File: config.mk
export PLATFORM = sky130hd
export DESIGN_NAME = dfxsecure_top
export DESIGN_NICKNAME = d
export VERILOG_FILES = /design/src/dfxsecure_pkg.sv /design/src/dfxsecure_plugin.sv /design/src/dfxsecure_feature_gate.sv /design/src/dfxsecure_trace_gate.sv /design/src/dfxsecure_top.sv
export SDC_FILE = /design/constraint.sdc
export NUM_CORES = 1
export LEC_CHECK = 0
export BUFFER_PORTS_ARGS = -buffer_cell sky130_fd_sc_hd__buf_2
export CORE_MARGIN = 3
export CORE_UTILIZATION = 45
export CTS_CLUSTER_SIZE = 8
export DETAILED_ROUTE_END_ITERATION = 7
export PLACE_DENSITY = 0.78
export SETUP_SLACK_MARGIN = 0.4
export SYNTH_ARGS = -nofsm -noshare
export SYNTH_HDL_FRONTEND = slang
export SYNTH_SLANG_ARGS = --single-unit
File: constraint.sdc
create_clock -name ftap_tck -period 2.4 [get_ports ftap_tck]
set_input_delay 0.48 -clock ftap_tck [delete_from_list [all_inputs] [get_ports ftap_tck]]
set_output_delay 0.48 -clock ftap_tck [all_outputs]
set_load 0.02 [all_outputs]
File: src/dfxsecure_pkg.sv
`default_nettype none

// ****************************************************************************
// shared widths and policy codes for the debug-security corner
// ****************************************************************************

package dfxsecure_pkg;

   // policy bus width, identical for every block on the soc
   localparam int policy_width = 4;

   // one matrix row per policy code
   localparam int num_policies = 16;

   // control bits at the bottom of each matrix row
   // bit 0 customer-disable, bit 1 all-disable, feature enables above
   localparam int row_ctl_bits = 2;

   // one visa trace lane carries a byte
   localparam int lane_width = 8;

   // secure policy and oem strap share this encoding
   typedef logic [policy_width-1:0] policy_t;

   // ************************************************************************
   // named policy codes
   // ************************************************************************

   // power-on value, nothing unlocked
   localparam policy_t policy_security_locked = 4'h0;

   // oem debug window, the usual target of the sideband override
   localparam policy_t policy_oem_unlocked = 4'h5;

   // part fused off, last row of the matrix
   localparam policy_t policy_part_disabled = 4'hf;

endpackage

`default_nettype wire

File: src/dfxsecure_plugin.sv
`timescale 1ns/100ps
`default_nettype none

// ****************************************************************************
// policy capture, matrix lookup, oem sideband override, early-boot row
// ****************************************************************************

module dfxsecure_plugin
#(
   parameter int NUM_FEATURES = 6,
   parameter bit USE_SB_OVR = 1'b1,
   // row k sits at bits [k*row width +: row width]
   parameter logic [dfxsecure_pkg::num_policies*(NUM_FEATURES+dfxsecure_pkg::row_ctl_bits)-1:0]
      POLICY_MATRIX = {dfxsecure_pkg::num_policies{{NUM_FEATURES{1'b0}}, 2'b11}},
   parameter logic [NUM_FEATURES+dfxsecure_pkg::row_ctl_bits-1:0]
      EARLYBOOT_ROW = {{NUM_FEATURES{1'b1}}, 2'b00}
)
(
   input  wire logic                                          ftap_tck,
   input  wire logic                                          rst_n,
   input  wire dfxsecure_pkg::policy_t                        fdfx_secure_policy,
   input  wire logic                                          fdfx_policy_update,
   input  wire logic                                          fdfx_earlyboot_exit,
   input  wire logic [NUM_FEATURES+dfxsecure_pkg::row_ctl_bits-1:0] sb_policy_ovr_value,
   input  wire dfxsecure_pkg::policy_t                        oem_secure_policy,
   output logic      [NUM_FEATURES-1:0]                       dfxsecure_feature_en,
   output logic                                               visa_all_dis,
   output logic                                               visa_customer_dis,
   output logic                                               policy_update_seen
);

   import dfxsecure_pkg::*;

   localparam int ROW_W = NUM_FEATURES + row_ctl_bits;

   typedef logic [ROW_W-1:0] row_t;

   policy_t policy_q;
   row_t    matrix_row;
   row_t    ovr_row;
   row_t    active_row;
   logic    oem_select;

   // ************************************************************************
   // policy capture
   // ************************************************************************

   // flop replaces the old level latch, update strobe acts as enable
   always_ff @(posedge ftap_tck or negedge rst_n)
   begin
      if (!rst_n)
      begin
         policy_q           <= policy_security_locked;
         policy_update_seen <= 1'b0;
      end
      else
      begin
         if (fdfx_policy_update)
         begin
            policy_q <= fdfx_secure_policy;
         end
         // pulse follows the capture edge, consumers clear sticky state on it
         policy_update_seen <= fdfx_policy_update;
      end
   end

   // ************************************************************************
   // row selection
   // ************************************************************************

   // plain lookup, one row per code
   assign matrix_row = POLICY_MATRIX[int'(policy_q)*ROW_W +: ROW_W];

   // oem strap must name the captured policy before the sideband row applies
   assign oem_select = USE_SB_OVR && (oem_secure_policy == policy_q);
   assign ovr_row    = oem_select ? sb_policy_ovr_value : matrix_row;

   // early boot window overrides both the matrix and the sideband
   assign active_row = fdfx_earlyboot_exit ? ovr_row : EARLYBOOT_ROW;

   // unpack the row
   assign visa_customer_dis    = active_row[0];
   assign visa_all_dis         = active_row[1];
   assign dfxsecure_feature_en = active_row[ROW_W-1:row_ctl_bits];

   // ************************************************************************
   // checks
   // ************************************************************************

   // policy only moves on an update strobe
   a_policy_hold: assert property (@(posedge ftap_tck) disable iff (!rst_n)
      !fdfx_policy_update |=> $stable(policy_q));

   // port view of the early boot row, ordering of the unpacked bits
   a_earlyboot_row: assert property (@(posedge ftap_tck) disable iff (!rst_n)
      !fdfx_earlyboot_exit |->
         ({dfxsecure_feature_en, visa_all_dis, visa_customer_dis} == EARLYBOOT_ROW));

   // interesting corners
   c_oem_override: cover property (@(posedge ftap_tck) disable iff (!rst_n)
      fdfx_earlyboot_exit && oem_select && (policy_q == policy_oem_unlocked));
   c_part_disabled: cover property (@(posedge ftap_tck) disable iff (!rst_n)
      fdfx_policy_update && (fdfx_secure_policy == policy_part_disabled));

endmodule

`default_nettype wire

File: src/dfxsecure_feature_gate.sv
`timescale 1ns/100ps
`default_nettype none

// ****************************************************************************
// per-feature debug request arbitration
// ****************************************************************************

module dfxsecure_feature_gate
#(
   parameter int NUM_FEATURES = 6
)
(
   input  wire logic                    ftap_tck,
   input  wire logic                    rst_n,
   input  wire logic [NUM_FEATURES-1:0] dbg_req,
   input  wire logic [NUM_FEATURES-1:0] dfxsecure_feature_en,
   input  wire logic                    policy_update_seen,
   output logic      [NUM_FEATURES-1:0] dbg_grant,
   output logic      [NUM_FEATURES-1:0] dbg_deny,
   output logic      [NUM_FEATURES-1:0] deny_sticky
);

   typedef logic [NUM_FEATURES-1:0] feat_t;

   feat_t grant_d;
   feat_t deny_d;

   // request strobes split by the current enable level
   assign grant_d = dbg_req & dfxsecure_feature_en;
   assign deny_d  = dbg_req & ~dfxsecure_feature_en;

   // ************************************************************************
   // answer pulses and sticky deny flags
   // ************************************************************************

   always_ff @(posedge ftap_tck or negedge rst_n)
   begin
      if (!rst_n)
      begin
         dbg_grant   <= '0;
         dbg_deny    <= '0;
         deny_sticky <= '0;
      end
      else
      begin
         // one cycle answer, strobes are never held
         dbg_grant <= grant_d;
         dbg_deny  <= deny_d;
         // new policy wipes the history, even a deny in the same cycle
         if (policy_update_seen)
         begin
            deny_sticky <= '0;
         end
         else
         begin
            deny_sticky <= deny_sticky | deny_d;
         end
      end
   end

   // a feature is answered one way only
   a_grant_deny_excl: assert property (@(posedge ftap_tck) disable iff (!rst_n)
      (dbg_grant & dbg_deny) == '0);

endmodule

`default_nettype wire

File: src/dfxsecure_trace_gate.sv
`timescale 1ns/100ps
`default_nettype none

// ****************************************************************************
// visa trace lane masking
// ****************************************************************************

module dfxsecure_trace_gate
#(
   parameter int VISA_LANES     = 8,
   parameter int CUSTOMER_LANES = 4
)
(
   input  wire logic                                             ftap_tck,
   input  wire logic                                             rst_n,
   input  wire logic [VISA_LANES*dfxsecure_pkg::lane_width-1:0]  visa_lanes_in,
   input  wire logic                                             visa_all_dis,
   input  wire logic                                             visa_customer_dis,
   output logic      [VISA_LANES*dfxsecure_pkg::lane_width-1:0]  visa_lanes_out
);

   import dfxsecure_pkg::*;

   typedef logic [lane_width-1:0] lane_t;

   lane_t [VISA_LANES-1:0] lanes_d;
   lane_t [VISA_LANES-1:0] lanes_q;
   logic  [VISA_LANES-1:0] lane_keep;

   // flat bus viewed lane by lane
   assign lanes_d = visa_lanes_in;

   // ************************************************************************
   // lane mask
   // ************************************************************************

   // lower lanes stay visible to the customer, upper ones are hidden
   always_comb
   begin
      for (int i = 0; i < VISA_LANES; i++)
      begin
         lane_keep[i] = !visa_all_dis && !(visa_customer_dis && (i >= CUSTOMER_LANES));
      end
   end

   always_ff @(posedge ftap_tck or negedge rst_n)
   begin
      if (!rst_n)
      begin
         lanes_q <= '0;
      end
      else
      begin
         for (int i = 0; i < VISA_LANES; i++)
         begin
            lanes_q[i] <= lane_keep[i] ? lanes_d[i] : '0;
         end
      end
   end

   assign visa_lanes_out = lanes_q;

   // all-disable blanks the whole trace on the following cycle
   a_all_dis_blank: assert property (@(posedge ftap_tck) disable iff (!rst_n)
      visa_all_dis |=> (visa_lanes_out == '0));

endmodule

`default_nettype wire

File: src/dfxsecure_top.sv
`timescale 1ns/100ps
`default_nettype none

// ****************************************************************************
// debug-security corner, plugin plus its two consumers
// ****************************************************************************

module dfxsecure_top
#(
   parameter int NUM_FEATURES   = 6,
   parameter bit USE_SB_OVR     = 1'b1,
   parameter int VISA_LANES     = 8,
   parameter int CUSTOMER_LANES = 4,
   // default matrix locks every policy, soc integration supplies the real one
   parameter logic [dfxsecure_pkg::num_policies*(NUM_FEATURES+dfxsecure_pkg::row_ctl_bits)-1:0]
      POLICY_MATRIX = {dfxsecure_pkg::num_policies{{NUM_FEATURES{1'b0}}, 2'b11}},
   // early boot opens every feature and both visa views
   parameter logic [NUM_FEATURES+dfxsecure_pkg::row_ctl_bits-1:0]
      EARLYBOOT_ROW = {{NUM_FEATURES{1'b1}}, 2'b00}
)
(
   input  wire logic                                             ftap_tck,
   input  wire logic                                             rst_n,
   input  wire dfxsecure_pkg::policy_t                           fdfx_secure_policy,
   input  wire logic                                             fdfx_policy_update,
   input  wire logic                                             fdfx_earlyboot_exit,
   input  wire logic [NUM_FEATURES+dfxsecure_pkg::row_ctl_bits-1:0] sb_policy_ovr_value,
   input  wire dfxsecure_pkg::policy_t                           oem_secure_policy,
   input  wire logic [NUM_FEATURES-1:0]                          dbg_req,
   input  wire logic [VISA_LANES*dfxsecure_pkg::lane_width-1:0]  visa_lanes_in,
   output logic      [NUM_FEATURES-1:0]                          dfxsecure_feature_en,
   output logic                                                  visa_all_dis,
   output logic                                                  visa_customer_dis,
   output logic                                                  policy_update_seen,
   output logic      [NUM_FEATURES-1:0]                          dbg_grant,
   output logic      [NUM_FEATURES-1:0]                          dbg_deny,
   output logic      [NUM_FEATURES-1:0]                          deny_sticky,
   output logic      [VISA_LANES*dfxsecure_pkg::lane_width-1:0]  visa_lanes_out
);

   // policy decode, its outputs double as top-level ports
   dfxsecure_plugin #(
      .NUM_FEATURES  (NUM_FEATURES),
      .USE_SB_OVR    (USE_SB_OVR),
      .POLICY_MATRIX (POLICY_MATRIX),
      .EARLYBOOT_ROW (EARLYBOOT_ROW)
   ) u_plugin (
      .ftap_tck             (ftap_tck),
      .rst_n                (rst_n),
      .fdfx_secure_policy   (fdfx_secure_policy),
      .fdfx_policy_update   (fdfx_policy_update),
      .fdfx_earlyboot_exit  (fdfx_earlyboot_exit),
      .sb_policy_ovr_value  (sb_policy_ovr_value),
      .oem_secure_policy    (oem_secure_policy),
      .dfxsecure_feature_en (dfxsecure_feature_en),
      .visa_all_dis         (visa_all_dis),
      .visa_customer_dis    (visa_customer_dis),
      .policy_update_seen   (policy_update_seen)
   );

   // debug access requests
   dfxsecure_feature_gate #(
      .NUM_FEATURES (NUM_FEATURES)
   ) u_feature_gate (
      .ftap_tck             (ftap_tck),
      .rst_n                (rst_n),
      .dbg_req              (dbg_req),
      .dfxsecure_feature_en (dfxsecure_feature_en),
      .policy_update_seen   (policy_update_seen),
      .dbg_grant            (dbg_grant),
      .dbg_deny             (dbg_deny),
      .deny_sticky          (deny_sticky)
   );

   // visa trace
   dfxsecure_trace_gate #(
      .VISA_LANES     (VISA_LANES),
      .CUSTOMER_LANES (CUSTOMER_LANES)
   ) u_trace_gate (
      .ftap_tck          (ftap_tck),
      .rst_n             (rst_n),
      .visa_lanes_in     (visa_lanes_in),
      .visa_all_dis      (visa_all_dis),
      .visa_customer_dis (visa_customer_dis),
      .visa_lanes_out    (visa_lanes_out)
   );

endmodule

`default_nettype wire

==> reports/metrics.yaml, run 1 <==
status: "finished, violations left"
violations: "setup timing"
die_area_um2: 9640
worstPathArrival_ns: 1.94
die_w_um: 98.2
worst_slew_pin_slew_ns: 0.574
clk_latency_ns: 0.34
antenna_found_initial: 0
drive_above_1_share: 0.433
place_ws_ns: 0.0654
grt_pass1_wl_um: 16400
setup_violations: 2
finalCriticalPeriod_ns: 2.42
fp-row-count: 32
crit_fanout: 8
crit_slowest_cell: "or4_4"
whs_ns: 0.121
yosysTopAreaCellShare: 0.569
instances_no_fill: 663
cts-hold-fix-buffers: 0
cp-start-kind: "flop"
clkTransAtPathRegs_ns: 0.09
antennaDiodeCount: 0
viasPerCell: 5.05
clockBufferDepth: 2
hold_viol_final: 0
postPlaceCellArea_um2: 4860
track_usage: 0.211
max_freq_ghz: 0.412
cts_max_level: 3
place.gp.congestion: 0.758
synth_largest_area_cell: "dfrtp_1"
async_flop_share: 1.00
drv_cap: 0
worstReg2RegEnd: "u_trace_gate.visa_lanes_out[17]$_DFF_PN0_"
drv_slew: 0
tritoncts: "built"
total_power_mw: 3.31
ys_warn_count: 0
yosysMostFrequentCell: "dfrtp_1"
clock-root-buffer: "clkbuf_8"
nNetsFinal: 646
max-slew-margin-rel: 0.617
path_delay_family: "simple AND/OR/NAND/NOR gates"
fin_skew_ns: 0.0155
worstPathRequired_ns: 1.92
synth_ff_type: "dfrtp_1"
yosys_register_bits: 87
synth_cell_types: 20
syn_area_um2: 3820
worst_slack_ns: -0.0246
drt_iter0_markers: 111
design_area_um2: 5170
drt_pre_antenna_iters: 4
clock-sinks: 87
io_pins: 181
antenna_left: 0
slowest_delay_ns: 0.65
syn_avg_cell_area_um2: 10.1
placedCellCount: 642
area_growth_pct: 35.2
post-route-drc-count: 0
powerDensity_nw_per_um2: 640
routedWlPerCell_um: 15.6
utilization: 0.649
totalWireLength_um: 10300
ys_seq_area_frac: 0.569
r2r_slack_ns: 0.47
r2r_start: "u_plugin.policy_q[2]$_DFFE_PN0P_"
io_buffers: 180
syn_inst: 379
vias: 3348
hp-class: "in -> async"
path_buf_inv: 1
synth_edf_count: 0
grt.overflow.total: 0
synth_commonest_cells: "dfrtp_1, inv_1, o22ai_1"
rsz0062_at_grt: "yes"
crit_chain: "xor2_2 -> or4_4 -> o21a_4 -> buf_6"
leakage_nw: 2.83
grt_max_degree: 60
worst-setup-path-type: "reg -> out"
reg2regPathDepth: 5
vdd_drop_max_mv: 0.346
die_height_um: 98.2
nFillCells: 654
synth_nets: 469
tns_ns: -0.0423
fin_crit_sh: 1.01
dpl.hpwl_um: 7190
core-area_um2: 7970
grt_pass1_vias: 3433
cts_buffers: 9
critPathCaptureType: "primary output"
synth_area_leaders: "dfrtp_1, o22ai_1, inv_1, o22ai_2, nand2b_1"
initial_core_util: 0.480
## cell families (layout without fill, tap and decap cells)
family | count (synthesis) | count (layout) | synth area share
DFF | 87 | 87 | 0.569
AOI/OAI and AO/OA | 96 | 96 | 0.188
muxes | 4 | 4 | 0.0118
xor gates and xnor gates | 4 | 4 | 0.00916
and+or+nand+nor | 85 | 86 | 0.112
buffers and inverters | 103 | 284 | 0.109
## power by group
group          leakage (nW)  switching, mW  internal [mW]  total, mW
combinational          1.63          0.429          0.279      0.708
sequential             1.11         0.0359           1.56       1.60
clock                0.0936          0.493          0.511       1.00
## cells in the final DEF, fill, tap and decap left out, types with 3 or more instances in the layout
cell type	instances
buf_2	170
dfrtp_1	87
inv_1	77
o22ai_1	50
nand2_1	44
nand2b_1	32
o22ai_2	20
clkbuf_8	10
buf_4	10
buf_6	8
o21ai_2	6
a21oi_1	6
nand3b_1	6
a2bb2oi_1	6
o21ai_0	6
mux2_2	4
xor2_2	3
clkbuf_1	3
## state kept, by name, indices dropped and copies added (netlist names)
name,count
u_feature_gate.deny_sticky,6
u_feature_gate.dbg_grant,6
u_plugin.policy_q,4
u_feature_gate.dbg_deny,6
u_trace_gate.visa_lanes_out,64
u_plugin.policy_update_seen,1
## worst register-to-register path, cell delays in order, from the launching register on
cell and delay [ns]:
dfrtp_1 0.41, xor2_2 0.16, buf_4 0.15, or4_4 0.63
buf_8 0.26, o22ai_1 0.22
## final cells by class
class                   instances  area, um2  area share
clock buffers                  13        149      0.0288
flip-flops and latches         87       2180       0.421
repair buffers                191       1070       0.207
multi-input cells             190       1310       0.254
clock inverters                 3       42.5     0.00823
inverters                      77        289      0.0559
well taps                     102        128      0.0247
## metal layers
layer	GRT usage	share of wire
met5	0	0
met1	0.251	0.39
met3	0.0700	0.088
met2	0.363	0.51
met4	0.0693	0.011
## what timing repair did
item | CTS | global route
pin swaps | 6 | 0
setup buffers | 4 | 0
setup endpoints to repair | 44 | 8
resized for setup | 22 | 0
cloned | 1 | 0
hold endpoints to repair | 0 | 0
## how the worst max path moves through the flow
| stage | startpoint | end | slack, ns | cells after the start |
|---|---|---|---|---|
| detailed placement | oem_secure_policy[0] | visa_all_dis | 0.07 | 5 |
| global route | u_plugin.policy_q[1]$_DFFE_PN0P_ | visa_customer_dis | -0.08 | 4 |
| floorplan | oem_secure_policy[0] | dfxsecure_feature_en[0] | 0.29 | 5 |
| finish | u_plugin.policy_q[2]$_DFFE_PN0P_ | visa_customer_dis | -0.02 | 4 |
| CTS | u_plugin.policy_q[2]$_DFFE_PN0P_ | visa_all_dis | -0.03 | 4 |
| global placement | oem_secure_policy[0] | visa_all_dis | 0.08 | 5 |
(Power assumes the default switching activity.)
==> run 2: changes to the inputs <==
CORE_UTILIZATION = 44   (was 45)
MAX_ROUTING_LAYER = met4   (was not set)
PLACE_DENSITY = 0.8   (was 0.78)
SYNTH_HIERARCHICAL = 1   (was not set)
==> reports/metrics.yaml, run 2 <==
status: "complete, no violations"  # was finished, violations left
yosysMostFrequentCell: "dfrtp_1"  # unchanged
grt_max_degree: 65  # was 60
pwr-share-seq: 0.504  # was 0.483
fin_skew_ns: 0.0124  # was 0.0155 ns
ys_seq_area_frac: 0.675  # was 0.569
switchingPower_mw: 0.822  # was 0.958 mW
cts-hold-fix-buffers: 0  # unchanged
yosys_register_bits: 87  # unchanged
clkTransAtPathRegs_ns: 0.09  # about the same
worst_slew_pin_slew_ns: 0.802  # was 0.574 ns
whs_ns: 0.115  # was 0.121 ns
synth_commonest_cells: "dfrtp_1, nor2b_1, nor3b_2"  # was dfrtp_1, inv_1, o22ai_1
async_flop_share: 1.00  # unchanged
clk_latency_ns: 0.33  # was 0.34 ns
drt_pre_antenna_iters: 4  # unchanged
io_pins: 181  # unchanged
syn_inst: 202  # was 379
crit_fanout: 8  # unchanged
syn_avg_cell_area_um2: 16.0  # was 10.1 um2
crit_slowest_cell: "dfrtp_1"  # was or4_4
instances_no_fill: 495  # was 663
rsz0062_at_grt: "yes"  # unchanged
die_area_um2: 8390  # was 9640 um2
clock-root-buffer: "clkbuf_8"  # unchanged
clockBufferDepth: 2  # unchanged
p_sw_frac: 0.263  # was 0.289
ys_warn_count: 6  # was 0
area_growth_pct: 40.5  # was 35.2%
drv_cap: 0  # unchanged
dpl.hpwl_um: 5430  # was 7190 um
viasPerCell: 4.44  # was 5.05
place.gp.congestion: 0.759  # was 0.758
worstPathArrival_ns: 1.57  # was 1.94 ns
track_usage: 0.184  # was 0.211
vias: 2198  # was 3,348
tns_ns: 0  # was -0.0423 ns
total_power_mw: 3.13  # was 3.31 mW
synth_cell_types: 15  # was 20
clkPwrFrac: 0.331  # was 0.303
grt.overflow.total: 0  # unchanged
antenna_left: 0  # unchanged
cts_buffers: 9  # unchanged
synth_ff_type: "dfrtp_1"  # unchanged
io_buffers: 180  # unchanged
grt_pass1_wl_um: 11600  # was 16,400 um
cts_max_level: 3  # unchanged
drive_above_1_share: 0.656  # was 0.433
vdd_drop_max_mv: 0.453  # was 0.346 mV
drt_iter0_markers: 35  # was 111
combPwrFrac: 0.165  # was 0.214
crit_chain: "xnor2_2 -> nand4_4 -> o21ai_2 -> buf_6 -> buf_6"  # was xor2_2 -> or4_4 -> o21a_4 -> buf_6
finalCriticalPeriod_ns: 2.05  # was 2.42 ns
tritoncts: "built"  # unchanged
synth_largest_area_cell: "dfrtp_1"  # unchanged
die_height_um: 91.6  # was 98.2 um
yosysTopAreaCellShare: 0.675  # was 0.569
drv_slew: 0  # unchanged
syn_area_um2: 3220  # was 3820 um2
nNetsFinal: 483  # was 646
hold_viol_final: 0  # unchanged
routedWlPerCell_um: 14.7  # was 15.6 um
layout_common_cells: "buf_2, dfrtp_1, nor2b_1, nor3b_2, clkbuf_8"  # was buf_2, dfrtp_1, inv_1
design_area_um2: 4530  # was 5170 um2
die_w_um: 91.6  # was 98.2 um
post-route-drc-count: 0  # unchanged
worstPathRequired_ns: 1.92  # about the same
synth_edf_count: 0  # unchanged
clock-sinks: 87  # unchanged
fin_crit_sh: 0.852  # was 1.01
placedCellCount: 477  # was 642
max_freq_ghz: 0.489  # was 0.412 GHz
max-slew-margin-rel: 0.465  # was 0.617
setup_violations: 0  # was 2
initial_core_util: 0.464  # was 0.480
synth_nets: 292  # was 469
powerDensity_nw_per_um2: 691  # was 640 nW/um2
leakage_nw: 2.47  # was 2.83 nW
slowest_delay_ns: 0.42  # was 0.65 ns
largest_register_ffs: 64  # unchanged
hp-class: "in -> async"  # unchanged
worst-setup-path-type: "reg -> out"  # unchanged
core-area_um2: 6940  # was 7970 um2
synth_area_leaders: "dfrtp_1, nor3b_2, nor2b_1, buf_6, nor2b_4"  # was dfrtp_1, o22ai_1, inv_1, o22ai_2, nand2b_1
grt_pass1_vias: 2332  # was 3,433
layout_commonest_cell: "buf_2"  # unchanged
postPlaceCellArea_um2: 4230  # was 4860 um2
internal_power_mw: 2.31  # was 2.35 mW
cp-start-kind: "flop"  # unchanged
totalWireLength_um: 7260  # was 10,300 um
antenna_found_initial: 1  # was 0
fp-row-count: 30  # was 32
crit_top_cell: "buf_6"
critPathCaptureType: "primary output"  # unchanged
## run 2: cell type report
type / instances / area, um2
antenna: 1 / 2.50
clock buffer: 12 / 155
clock inverter: 4 / 53.8
fill: 564 / 2410
inverter: 6 / 22.5
multi-input combinational: 99 / 982
sequential: 87 / 2180
tap: 96 / 120
timing repair buffer: 190 / 1020
## run 2: cell families (layout without fill, tap and decap cells)
family / count (synthesis) / in the layout / share of synthesized area
XOR/XNOR: 4 / 4 / 0.0109
other: 0 / 1 / 0
buffers and inverters: 16 / 212 / 0.0380
AO/OA/AOI/OAI: 14 / 14 / 0.0326
multiplexers: 4 / 4 / 0.0140
flip-flops: 87 / 87 / 0.675
AND/OR/NAND/NOR: 77 / 77 / 0.229
## run 2: power groups by stage
| stage | sequential (mW) | combinational (mW) | clock, mW |
|---|---|---|---|
| after CTS | 1.58 | 0.516 | 1.07 |
| after global placement | 1.60 | 0.490 | 0 |
| after floorplan | 1.71 | 0.177 | 0 |
| after detailed placement | 1.60 | 0.500 | 0 |
| after global routing | 1.59 | 0.560 | 1.14 |
| final | 1.58 | 0.517 | 1.04 |
## run 2: metrics by stage
stage / setup slack, ns / util
detailed placement: 0.373 / 0.609
finish: 0.354 / 0.652
global route: 0.236 / 0.652
floorplan: 0.378 / -
CTS: 0.318 / 0.646
global placement: 0.428 / 0.609
## run 2: path summary, 6_finish.rpt
kind,depth (start not counted),to,start,slack (ns)
worst max-delay path,5,dfxsecure_feature_en[1],u_plugin/policy_q[0]$_DFFE_PN0P_,0.35
worst min-delay path,1,u_trace_gate/visa_lanes_out[53]$_DFF_PN0_,rst_n,0.12
worst max register to register,5,u_trace_gate/visa_lanes_out[10]$_DFF_PN0_,u_plugin/policy_q[3]$_DFFE_PN0P_,0.52
worst min register to register,1,u_feature_gate/deny_sticky[4]$_DFF_PN0_,u_feature_gate/deny_sticky[4]$_DFF_PN0_,0.50
max in group asynchronous,2,u_feature_gate/dbg_grant[5]$_DFF_PN0_,rst_n,1.65
min in group ftap_tck,1,u_plugin/policy_update_seen$_DFF_PN0_,fdfx_policy_update,0.32
## run 2: repair_timing
item | 4_1_cts | 5_1_grt
pin swaps | 3 | 4
setup buffers | 0 | 1
resized for setup | 12 | 11
setup endpoints to repair | 8 | 8
## run 2: layer usage
metal,global-route usage,vias to the layer above,wire length [um]
li1,-,1033,-
met1,0.222,1047,2740
met2,0.305,110,3820
met3,0.0431,8,619
met4,0.0641,0,76
met5,-,-,0
## run 2: critical path: cells and delay by family (launching register included)
| kind | cells | cell delay [ns] |
|---|---|---|
| DFF | 1 | 0.42 |
| xor gates and xnor gates | 1 | 0.19 |
| buffers and inverters | 2 | 0.23 |
| AOI/OAI and AO/OA | 1 | 0.19 |
| and+or+nand+nor | 1 | 0.21 |
==> run 3: changes to the inputs <==
CELL_PAD_IN_SITES_DETAIL_PLACEMENT = 0   (was not set)
CELL_PAD_IN_SITES_GLOBAL_PLACEMENT = 1   (was not set)
CORE_UTILIZATION = 34   (was 44)
PLACE_DENSITY = not set   (was 0.8)
PLACE_DENSITY_LB_ADDON = 0.1   (was not set)
==> reports/metrics.yaml, run 3 (synthesis results as in run 2) <==
place.gp.congestion: 0.755  # was 0.759
layout_commonest_cell: "buf_2"  # unchanged
core-area_um2: 8980  # was 6940 um2
drv_cap: 0  # unchanged
cts_buffers: 9  # unchanged
clk_latency_ns: 0.35  # was 0.33 ns
area_growth_pct: 42.4  # was 40.5%
worstReg2RegEnd: "u_trace_gate/visa_lanes_out[58]$_DFF_PN0_"  # was u_trace_gate/visa_lanes_out[10]$_DFF_PN0_
cts_max_level: 3  # unchanged
vdd_drop_max_mv: 0.286  # was 0.453 mV
worst-setup-path-type: "reg -> out"  # unchanged
drv_slew: 0  # unchanged
whs_ns: 0.0944  # was 0.115 ns
max_freq_ghz: 0.486  # was 0.489 GHz
hold_viol_final: 0  # unchanged
total_power_mw: 3.32  # was 3.13 mW
worst_slew_pin_slew_ns: 0.526  # was 0.802 ns
reg2regPathDepth: 6  # was 5
nNetsFinal: 485  # was 483
powerDensity_nw_per_um2: 723  # was 691 nW/um2
grt_max_degree: 48  # was 65
status: "complete, no violations"  # unchanged
finalCriticalPeriod_ns: 2.06  # was 2.05 ns
slowest_delay_ns: 0.43  # was 0.42 ns
io_pins: 181  # unchanged
fp-row-count: 34  # was 30
crit_path_start: "u_plugin/policy_q[3]$_DFFE_PN0P_"  # was u_plugin/policy_q[0]$_DFFE_PN0P_
post-route-drc-count: 0  # unchanged
io_buffers: 180  # unchanged
cp_num_cells: 4  # was 5
placedCellCount: 509  # was 477
cts-hold-fix-buffers: 0  # unchanged
antenna_left: 0  # unchanged
max-slew-margin-rel: 0.649  # was 0.465
layout_common_cells: "buf_2, dfrtp_1, nor2b_1, nor3b_2, buf_4"  # was buf_2, dfrtp_1, nor2b_1, nor3b_2, clkbuf_8
antenna_found_initial: 0  # was 1
path_delay_family: "flip-flops"  # unchanged
r2r_slack_ns: 0.56  # was 0.52 ns
totalWireLength_um: 7500  # was 7260 um
routedWlPerCell_um: 14.3  # was 14.7 um
r2r_start: "u_plugin/policy_q[3]$_DFFE_PN0P_"  # unchanged
track_usage: 0.144  # was 0.184
drt_iter0_markers: 40  # was 35
tritoncts: "built"  # unchanged
antennaDiodeCount: 0  # was 1
rsz0062_at_grt: "yes"  # unchanged
vias: 2184  # was 2,198
initial_core_util: 0.359  # was 0.464
drive_above_1_share: 0.653  # was 0.656
dpl.hpwl_um: 5600  # was 5430 um
drt_pre_antenna_iters: 4  # unchanged
critPathCaptureType: "primary output"  # unchanged
largest_register_ffs: 64  # unchanged
cp-start-kind: "flop"  # unchanged
fin_skew_ns: 0.0108  # was 0.0124 ns
worstPathRequired_ns: 1.92  # about the same
grt_pass1_vias: 2172  # was 2,332
crit_chain: "xnor2_2 -> nand4_4 -> o21a_2 -> buf_6"  # was xnor2_2 -> nand4_4 -> o21ai_2 -> buf_6 -> buf_6
tns_ns: 0  # unchanged
path_buf_inv: 1  # was 2
clock-sinks: 87  # unchanged
hp-class: "in -> async"  # unchanged
fin_crit_sh: 0.858  # was 0.852
die_height_um: 103  # was 91.6 um
setup_violations: 0  # unchanged
die_area_um2: 10700  # was 8390 um2
clkTransAtPathRegs_ns: 0.09  # about the same
die_w_um: 103  # was 91.6 um
leakage_nw: 2.49  # was 2.47 nW
viasPerCell: 4.15  # was 4.44
instances_no_fill: 526  # was 495
grt_pass1_wl_um: 11100  # was 11,600 um
grt.overflow.total: 0  # unchanged
worstPathArrival_ns: 1.58  # was 1.57 ns
critical_path.endpoint: "visa_customer_dis"  # was dfxsecure_feature_en[1]
clock-root-buffer: "clkbuf_8"  # unchanged
utilization: 0.511  # was 0.652
crit_slowest_cell: "dfrtp_1"  # unchanged
crit_fanout: 8  # unchanged
clockBufferDepth: 2  # unchanged
run 3: cell count changes in the layout (fill, tap and decap cells not counted):
cell,change
buf_4,+2
o21a_4,-1
bufinv_16,+2
o21a_2,+1
o21ai_1,+2
clkbuf_8,-1
clkinv_4,-1
buf_2,+2
buf_6,-2
diode_2,-1
o21ai_2,-2
run 3: layer usage:
layer | global-route usage | vias to the layer above | routed length [um]
met4 | 0.0568 | 0 | 69
met3 | 0.0483 | 9 | 651
met1 | 0.169 | 1038 | 2940
met2 | 0.228 | 101 | 3840
li1 | - | 1036 | -
met5 | - | - | 0
run 3: power by group:
part	leakage, nW	switching [mW]	total (mW)	internal [mW]
Clock	0.116	0.510	1.23	0.721
Combinational	1.25	0.297	0.513	0.216
Sequential	1.13	0.0281	1.58	1.55
run 3: through the flow:
stage	cell area [um2]	setup slack, ns
floorplan	3220	0.378
global placement	4280	0.469
detailed placement	4280	0.422
CTS	4560	0.259
global route	4590	0.233
finish	4590	0.342
run 3: layout make-up:
| cell class | instances | area [um2] |
|---|---|---|
| multi-input cells | 99 | 968 |
| flip-flops and latches | 87 | 2180 |
| clock inverters | 5 | 105 |
| well taps | 126 | 158 |
| clock buffers | 11 | 141 |
| repair buffers | 192 | 1020 |
| inverters | 6 | 22.5 |
| fillers | 833 | 4390 |
run 3: repair_timing:
action                                 CTS  global route
buffers inserted                         1             0
pin swaps                                7             0
endpoints found under the hold margin    0             0
resized for setup                       11             5
setup endpoints to repair                8            24
run 3: how the worst min path moves through the flow:
stage                                                            to  slack [ns]  cells past startpoint
after floorplan                u_feature_gate/dbg_deny[0]$_DFF_PN0_        0.18                      0
after global placement    u_trace_gate/visa_lanes_out[35]$_DFF_PN0_        0.48                      2
after detailed placement  u_trace_gate/visa_lanes_out[35]$_DFF_PN0_        0.48                      2
after CTS                 u_trace_gate/visa_lanes_out[48]$_DFF_PN0_        0.09                      2
after global routing      u_trace_gate/visa_lanes_out[35]$_DFF_PN0_        0.09                      2
final                     u_trace_gate/visa_lanes_out[35]$_DFF_PN0_        0.09                      2
